## config.mk

```make
export PLATFORM = sky130hd
export DESIGN_NAME = conv_top
export DESIGN_NICKNAME = d
export VERILOG_FILES = /design/src/logic/conv_pkg.sv /design/src/logic/conv_adder_tree.sv /design/src/logic/conv_kernel_bank.sv /design/src/logic/conv_mult_stage.sv /design/src/logic/conv_top.sv /design/src/logic/conv_window.sv
export VERILOG_INCLUDE_DIRS = /design/src /design/src/logic
export SDC_FILE = /design/constraint.sdc
export NUM_CORES = 2
export LEC_CHECK = 0
export BUFFER_PORTS_ARGS = -buffer_cell sky130_fd_sc_hd__buf_2
export CAP_MARGIN = 10
export CORE_UTILIZATION = 40
export CTS_BUF_LIST = sky130_fd_sc_hd__clkbuf_16
export DETAILED_ROUTE_END_ITERATION = 16
export PLACE_DENSITY = 0.63
export SLEW_MARGIN = 20
export SYNTH_ARGS = -nofsm -noshare
export SYNTH_HDL_FRONTEND = slang
export SYNTH_SLANG_ARGS = --single-unit
```

## constraint.sdc

```tcl
create_clock -name clk -period 12.6 [get_ports clk]
set_input_delay 1.26 -clock clk [delete_from_list [all_inputs] [get_ports clk]]
set_output_delay 1.26 -clock clk [all_outputs]
set_load 0.03 [all_outputs]
```

## src/logic/conv_consts.svh

```systemverilog
`ifndef CONV_CONSTS_SVH
`define CONV_CONSTS_SVH

// Kernel geometry
`define CONV_K    5
`define CONV_TAPS 25

// Data widths
`define PIX_W     6
`define COEF_W    6
`define PROD_W    12
`define SUM_W     18

// Frame geometry in pixels and rows
`define IMG_W     16
`define IMG_H     8
`define COL_W     4
`define ROW_W     3

`endif

```

## src/logic/conv_pkg.sv

```systemverilog
`default_nettype none

`include "conv_consts.svh"

package conv_pkg;

  // Input stream word
  typedef struct packed {
    logic [`PIX_W-1:0] data;
    logic              sof;   // First pixel of a frame
  } pixel_t;

  typedef enum logic [0:0] {
    OP_WRITE = 1'b0,          // Set one coefficient
    OP_CLEAR = 1'b1           // Zero the whole kernel
  } coef_op_t;

  typedef struct packed {
    coef_op_t           op;
    logic [4:0]         index;
    logic [`COEF_W-1:0] value;
  } kernel_cmd_t;

  // Tap i*5+j is window row i, column j, row 0 and column 0 the oldest
  typedef logic [`CONV_TAPS-1:0][`PIX_W-1:0]  window_t;
  typedef logic [`CONV_TAPS-1:0][`COEF_W-1:0] kernel_t;
  typedef logic [`CONV_TAPS-1:0][`PROD_W-1:0] prod_vec_t;

  // Output stream word
  typedef struct packed {
    logic [`SUM_W-1:0] sum;
    logic              last;  // Final window of the frame
  } result_t;

endpackage

`default_nettype wire

```

## src/logic/conv_adder_tree.sv

```systemverilog
`timescale 1ns/1ps
`default_nettype none

`include "conv_consts.svh"

module conv_adder_tree (
  input  wire logic                clk,
  input  wire logic                rst_n,
  input  wire logic                advance,
  input  wire logic                prod_valid,
  input  wire conv_pkg::prod_vec_t prods,
  input  wire logic                prod_last,
  output      logic                res_valid,
  output      conv_pkg::result_t   res
);

  // Five products need three extra bits
  localparam int ROW_SUM_W = `PROD_W + 3;

  logic [ROW_SUM_W-1:0] row_acc [`CONV_K];
  logic [ROW_SUM_W-1:0] row_sum [`CONV_K];
  logic                 l1_valid;
  logic                 l1_last;
  logic [`SUM_W-1:0]    total;

  // Level 1 adds up one window row each
  always_comb begin
    for (int i = 0; i < `CONV_K; i++) begin
      row_acc[i] = '0;
      for (int j = 0; j < `CONV_K; j++) begin
        row_acc[i] = row_acc[i] + ROW_SUM_W'(prods[i*`CONV_K + j]);
      end
    end
  end

  always_ff @(posedge clk) begin
    if (advance) begin
      for (int i = 0; i < `CONV_K; i++) begin
        row_sum[i] <= row_acc[i];
      end
    end
  end

  // Level 2 folds the row sums into the final width
  always_comb begin
    total = '0;
    for (int i = 0; i < `CONV_K; i++) begin
      total = total + `SUM_W'(row_sum[i]);
    end
  end

  always_ff @(posedge clk) begin
    if (advance) begin
      res.sum  <= total;
      res.last <= l1_last;
    end
  end

  always_ff @(posedge clk) begin
    if (!rst_n) begin
      l1_valid  <= 1'b0;
      l1_last   <= 1'b0;
      res_valid <= 1'b0;
    end else if (advance) begin
      l1_valid  <= prod_valid;
      l1_last   <= prod_valid && prod_last;
      res_valid <= l1_valid;
    end
  end

endmodule

`default_nettype wire

```

## src/logic/conv_kernel_bank.sv

```systemverilog
`timescale 1ns/1ps
`default_nettype none

`include "conv_consts.svh"

module conv_kernel_bank (
  input  wire logic                  clk,
  input  wire logic                  rst_n,
  input  wire logic                  kernel_valid,
  input  wire conv_pkg::kernel_cmd_t kernel_cmd,
  output      conv_pkg::kernel_t     kernel
);

  import conv_pkg::*;

  logic index_ok;

  assign index_ok = kernel_cmd.index < 5'(`CONV_TAPS);  // Writes past tap 24 are dropped

  always_ff @(posedge clk) begin
    if (!rst_n) begin
      kernel <= '0;
    end else if (kernel_valid) begin
      case (kernel_cmd.op)
        OP_WRITE: begin
          if (index_ok) begin
            kernel[kernel_cmd.index] <= kernel_cmd.value;
          end
        end
        OP_CLEAR: begin
          kernel <= '0;
        end
      endcase
    end
  end

endmodule

`default_nettype wire

```

## src/logic/conv_mult_stage.sv

```systemverilog
`timescale 1ns/1ps
`default_nettype none

`include "conv_consts.svh"

module conv_mult_stage (
  input  wire logic                clk,
  input  wire logic                rst_n,
  input  wire logic                advance,
  input  wire logic                win_valid,
  input  wire conv_pkg::window_t   win,
  input  wire logic                win_last,
  input  wire conv_pkg::kernel_t   kernel,
  output      logic                prod_valid,
  output      conv_pkg::prod_vec_t prods,
  output      logic                prod_last
);

  always_ff @(posedge clk) begin
    if (!rst_n) begin
      prod_valid <= 1'b0;
      prod_last  <= 1'b0;
    end else if (advance) begin
      prod_valid <= win_valid;
      prod_last  <= win_valid && win_last;
    end
  end

  // Unsigned 6x6 products, one per tap
  always_ff @(posedge clk) begin
    if (advance) begin
      for (int t = 0; t < `CONV_TAPS; t++) begin
        prods[t] <= `PROD_W'(win[t]) * `PROD_W'(kernel[t]);
      end
    end
  end

endmodule

`default_nettype wire

```

## src/logic/conv_top.sv

```systemverilog
`timescale 1ns/1ps
`default_nettype none

`include "conv_consts.svh"

module conv_top (
  input  wire logic                  clk,
  input  wire logic                  rst_n,
  input  wire logic                  in_valid,
  output      logic                  in_ready,
  input  wire conv_pkg::pixel_t      in_data,
  input  wire logic                  kernel_valid,
  input  wire conv_pkg::kernel_cmd_t kernel_cmd,
  output      logic                  out_valid,
  input  wire logic                  out_ready,
  output      conv_pkg::result_t     out_data
);

  import conv_pkg::*;

  logic      advance;
  logic      win_valid;
  window_t   win;
  logic      win_last;
  kernel_t   kernel;
  logic      prod_valid;
  prod_vec_t prods;
  logic      prod_last;
  logic      res_valid;
  result_t   res;

  // One enable for every stage, so a stall freezes the whole pipeline
  assign advance  = !out_valid || out_ready;
  assign in_ready = advance;

  assign out_valid = res_valid;
  assign out_data  = res;

  conv_window u_conv_window (
    .clk       (clk),
    .rst_n     (rst_n),
    .advance   (advance),
    .pix_valid (in_valid),
    .pix       (in_data),
    .win_valid (win_valid),
    .win       (win),
    .win_last  (win_last)
  );

  conv_kernel_bank u_conv_kernel_bank (
    .clk          (clk),
    .rst_n        (rst_n),
    .kernel_valid (kernel_valid),
    .kernel_cmd   (kernel_cmd),
    .kernel       (kernel)
  );

  conv_mult_stage u_conv_mult_stage (
    .clk        (clk),
    .rst_n      (rst_n),
    .advance    (advance),
    .win_valid  (win_valid),
    .win        (win),
    .win_last   (win_last),
    .kernel     (kernel),
    .prod_valid (prod_valid),
    .prods      (prods),
    .prod_last  (prod_last)
  );

  conv_adder_tree u_conv_adder_tree (
    .clk        (clk),
    .rst_n      (rst_n),
    .advance    (advance),
    .prod_valid (prod_valid),
    .prods      (prods),
    .prod_last  (prod_last),
    .res_valid  (res_valid),
    .res        (res)
  );

endmodule

`default_nettype wire

```

## src/logic/conv_window.sv

```systemverilog
`timescale 1ns/1ps
`default_nettype none

`include "conv_consts.svh"

module conv_window (
  input  wire logic              clk,
  input  wire logic              rst_n,
  input  wire logic              advance,
  input  wire logic              pix_valid,
  input  wire conv_pkg::pixel_t  pix,
  output      logic              win_valid,
  output      conv_pkg::window_t win,
  output      logic              win_last
);

  // Buffer 0 holds the previous row, buffer 3 the row four above
  logic [`PIX_W-1:0] line_buf [`CONV_K-1][`IMG_W];

  logic [`COL_W-1:0] col_cnt;
  logic [`ROW_W-1:0] row_cnt;
  logic [`COL_W-1:0] cur_col;
  logic [`ROW_W-1:0] cur_row;
  logic              accept;
  logic              win_full;
  logic [`PIX_W-1:0] new_col [`CONV_K];

  assign accept  = pix_valid && advance;
  assign cur_col = pix.sof ? '0 : col_cnt;  // sof pins this pixel to the frame origin
  assign cur_row = pix.sof ? '0 : row_cnt;

  assign win_full = (cur_row >= `ROW_W'(`CONV_K - 1)) && (cur_col >= `COL_W'(`CONV_K - 1));

  // Column entering the window, oldest row on top
  always_comb begin
    for (int i = 0; i < `CONV_K - 1; i++) begin
      new_col[i] = line_buf[`CONV_K - 2 - i][cur_col];
    end
    new_col[`CONV_K-1] = pix.data;
  end

  always_ff @(posedge clk) begin
    if (!rst_n) begin
      col_cnt <= '0;
      row_cnt <= '0;
    end else if (accept) begin
      if (cur_col == `COL_W'(`IMG_W - 1)) begin
        col_cnt <= '0;
        if (cur_row == `ROW_W'(`IMG_H - 1)) begin
          row_cnt <= '0;                           // Frame done, next pixel carries sof
        end else begin
          row_cnt <= cur_row + 1'b1;
        end
      end else begin
        col_cnt <= cur_col + 1'b1;
        row_cnt <= cur_row;
      end
    end
  end

  // Line buffers shift one row down per column position
  always_ff @(posedge clk) begin
    if (accept) begin
      for (int k = `CONV_K - 2; k > 0; k--) begin
        line_buf[k][cur_col] <= line_buf[k-1][cur_col];
      end
      line_buf[0][cur_col] <= pix.data;
    end
  end

  // Sliding window moves one column left per accepted pixel
  always_ff @(posedge clk) begin
    if (accept) begin
      for (int i = 0; i < `CONV_K; i++) begin
        for (int j = 0; j < `CONV_K - 1; j++) begin
          win[i*`CONV_K + j] <= win[i*`CONV_K + j + 1];
        end
        win[i*`CONV_K + `CONV_K - 1] <= new_col[i];
      end
    end
  end

  always_ff @(posedge clk) begin
    if (!rst_n) begin
      win_valid <= 1'b0;
      win_last  <= 1'b0;
    end else if (advance) begin
      win_valid <= accept && win_full;
      win_last  <= accept && (cur_row == `ROW_W'(`IMG_H - 1))
                          && (cur_col == `COL_W'(`IMG_W - 1));
    end
  end

endmodule

`default_nettype wire

```

==> qor.yml <==
powerDensity_nw_per_um2: 97.4
first_global_vias: 47400
synth_common_cells: "928 x edfxtp_1, 901 x inv_1, 668 x ha_1"
grt_overflow: 0
area.sequential_um2: 31200
worst_slew_pin_slew_ns: 1.10
dr.first_iter.drc_count: 3342
yosysSeqAreaShare: 0.418
clock_path_buffers: 3
cts_root_buffer: "clkbuf_16"
ant_nets: 0
synth_fp_nets: 7838
synth_cell_type_count: 72
hold_violations: 0
portBuffers: 44
hold_path_class: "flip-flop to flip-flop"
cap_violations: 0
rows: 157
nets: 7898
slew_headroom: 0.267
outcome: "finished, final reports clean"
clk_pin_slew_ns: 0.07
drt_pass1_iterations: 6
cts_tree: "yes"
ios: 45
post-cts-setup-buffers: 0
crit_required_ns: 13.14
path_class: "flip-flop to flip-flop"
cts.sinks: 1092
fin_area_um2: 81500
cts_resized: 0
slew_viol_final: 0
worst-path-buf-inv: 3
critPathLaunchType: "flip-flop"
worstPathCellList: "ha_1 -> inv_1 -> fa_1 -> nor2b_1 -> o21ai_0 -> a21o_1 -> a31oi_1 -> xor2_1 -> fa_1 -> inv_1 -> fa_1 -> inv_1 -> ha_1 -> a21oi_1 -> nor2b_4 -> a311o_2 -> a221oi_2 -> nor2b_1"
synth_seq_cells: 1092
vdd_drop_max_v: 0.000137
slowest_stage: "fa_1"
grt_pass1_wl_mm: 272
rsz0062_at_grt: "false"
yosysWarnings: 0
max_freq_mhz: 214
synth_top_cell_by_area: "edfxtp_1"
die_w_um: 433
synth_async_sr_flop_share: 0
synthesis.area_um2: 74400
initial_core_util: 0.405
synth_area_leaders: "edfxtp_1 37%, fa_1 16%, ha_1 11%"
grt_max_degree: 126
fin_skew_ns: 0.108
via_per_inst: 5.15
grt_usage: 0.186
synth.avg_cell_area_um2: 11.3
holdBufCountCts: 0
cts_buffers: 120
gp_congestion: 0.883
synth_edf_count: 928
critical_path.max_stage_delay_ns: 0.51
pre_cts_slack_ns: 7.81
coreArea_um2: 184000
cpLargestDelayFamily: "adder cells"
dp_hpwl_mm: 122
power_leakage_nw: 36.8
die_area_um2: 188000
synthCells: 6565
wl_per_cell_um: 18.8
placed_area_um2: 77500
setup_tns_ns: 0
wirelength_mm: 173
finalWorstSetupSlack_ns: 7.92
post-route-period-util: 0.372
dr_total_vias: 47400
crit_fanout: 5
multi_input_area_um2: 39400
die_h_um: 433
nFillCells: 17000
fin_crit_ns: 4.68
area_delta_synth_final_pct: 9.56
antenna_found_initial: 11
cp-end-kind: "flip-flop"
worstSkewPairLatency_ns: 0.83
drive_gt1_frac: 0.0474
synth_most_common_cell: "edfxtp_1"
synth_top_area_frac: 0.374
finalSetupViolCount: 0
drc_errors: 0
htreeDepth: 3
cp.arrival_ns: 5.22
synthFlopType: "edfxtp_1"
-- report_power, final --
part	internal (W)	switching (W)	total [W]
clock	0.00199	0.00155	0.00355
sequential	0.00399	0.000101	0.00409
combinational	0.0000820	0.000225	0.000307
total	0.00606	0.00188	0.00794
-- path summary, 6_finish.rpt --
path,startpoint,endpoint,slack (ns),cells after the start
hold / removal,u_conv_adder_tree.l1_last,u_conv_adder_tree.res[0],0.45,0
setup reg to reg,u_conv_mult_stage.prods[60],u_conv_adder_tree.row_sum[0][29],7.92,18
hold reg to reg,u_conv_adder_tree.l1_last,u_conv_adder_tree.res[0],0.45,0
setup / recovery,u_conv_mult_stage.prods[60],u_conv_adder_tree.row_sum[0][29],7.92,18
-- per-stage QoR --
| stage | utilization | total power (W) | cells | hold WS [ns] |
|---|---|---|---|---|
| after floorplan | - | 0.00430 | 6565 | 0.408 |
| after CTS | 0.443 | 0.00802 | 9192 | 0.448 |
| after detailed placement | 0.422 | 0.00448 | 8966 | 0.423 |
| after global placement | 0.422 | 0.00447 | 8966 | 0.422 |
| final | 0.444 | 0.00794 | 9196 | 0.449 |
| after global routing | 0.444 | 0.00818 | 9195 | 0.450 |
-- worst reg2reg max path: cells and delay by family, from the launching register on --
| family | cells | cell delay, ns |
|---|---|---|
| AO/OA/AOI/OAI | 6 | 1.65 |
| XOR/XNOR | 1 | 0.18 |
| adder cells (fa/ha/maj) | 5 | 1.89 |
| buffers and inverters | 3 | 0.16 |
| flip-flops | 1 | 0.33 |
| AND/OR/NAND/NOR | 3 | 0.25 |
-- cells by family (layout without fill, tap and decap cells) --
family,after synthesis,count (layout),share of synthesized area
AND/OR/NAND/NOR,1889,1889,0.132
adder cells (fa/ha/maj),1249,1249,0.269
flip-flops,1092,1092,0.418
buffers and inverters,1049,1213,0.0541
AO/OA/AOI/OAI,894,894,0.0787
XOR/XNOR,290,290,0.0341
multiplexers,102,102,0.0137
other,0,3,0
-- flip-flops by register name, summed over array words and instances (netlist names) --
name                          count
u_conv_window.line_buf          384
u_conv_mult_stage.prod_valid      1
u_conv_adder_tree.l1_last         1
u_conv_window.win               150
u_conv_kernel_bank.kernel       150
u_conv_window.col_cnt             4
u_conv_adder_tree.res_valid       1
u_conv_adder_tree.row_sum        75
u_conv_window.win_valid           1
u_conv_window.row_cnt             3
u_conv_adder_tree.l1_valid        1
u_conv_adder_tree.res            19
u_conv_mult_stage.prod_last       1
u_conv_mult_stage.prods         300
u_conv_window.win_last            1
-- cell type report --
cell class,instances,area share
timing repair buffer,81,0.00614
multi-input combinational,4424,0.483
clock buffer,120,0.0368
inverter,906,0.0419
tap,2464,0.0378
clock inverter,106,0.0122
sequential,1092,0.382
antenna,3,0.0000921
-- cell usage in the layout, fill, tap and decap left out, types with 9 or more instances in the layout --
master	instances
a211o_1	12
a211oi_1	204
a21boi_0	9
a21o_1	88
a21oi_1	182
a31oi_1	14
and2_1	625
and3_1	20
buf_2	43
buf_4	37
bufinv_16	12
clkbuf_16	120
clkinv_1	31
clkinv_2	24
clkinvlp_4	11
dfxtp_1	163
edfxtp_1	928
fa_1	581
ha_1	668
inv_1	916
mux2i_1	102
nand2_1	527
nand2b_1	22
nand3_1	168
nand4_1	11
nor2_1	159
nor2_2	13
nor2b_1	184
nor3_1	49
o211ai_1	23
o21a_1	52
o21ai_0	198
o21ai_1	9
o21bai_1	24
o41ai_1	21
or2_2	18
or3_1	36
or4_1	27
xnor2_1	203
xor2_1	87
-- metal layers --
metal / global-route usage / vias up / routed length, um
met3: 0.0204 / 248 / 8000
met4: 0.0506 / 0 / 4570
met2: 0.309 / 1061 / 82100
met5: 0 / - / 0
met1: 0.259 / 23600 / 78700
li1: - / 22400 / -
No activity file was read; power rests on OpenSTA's default activity.
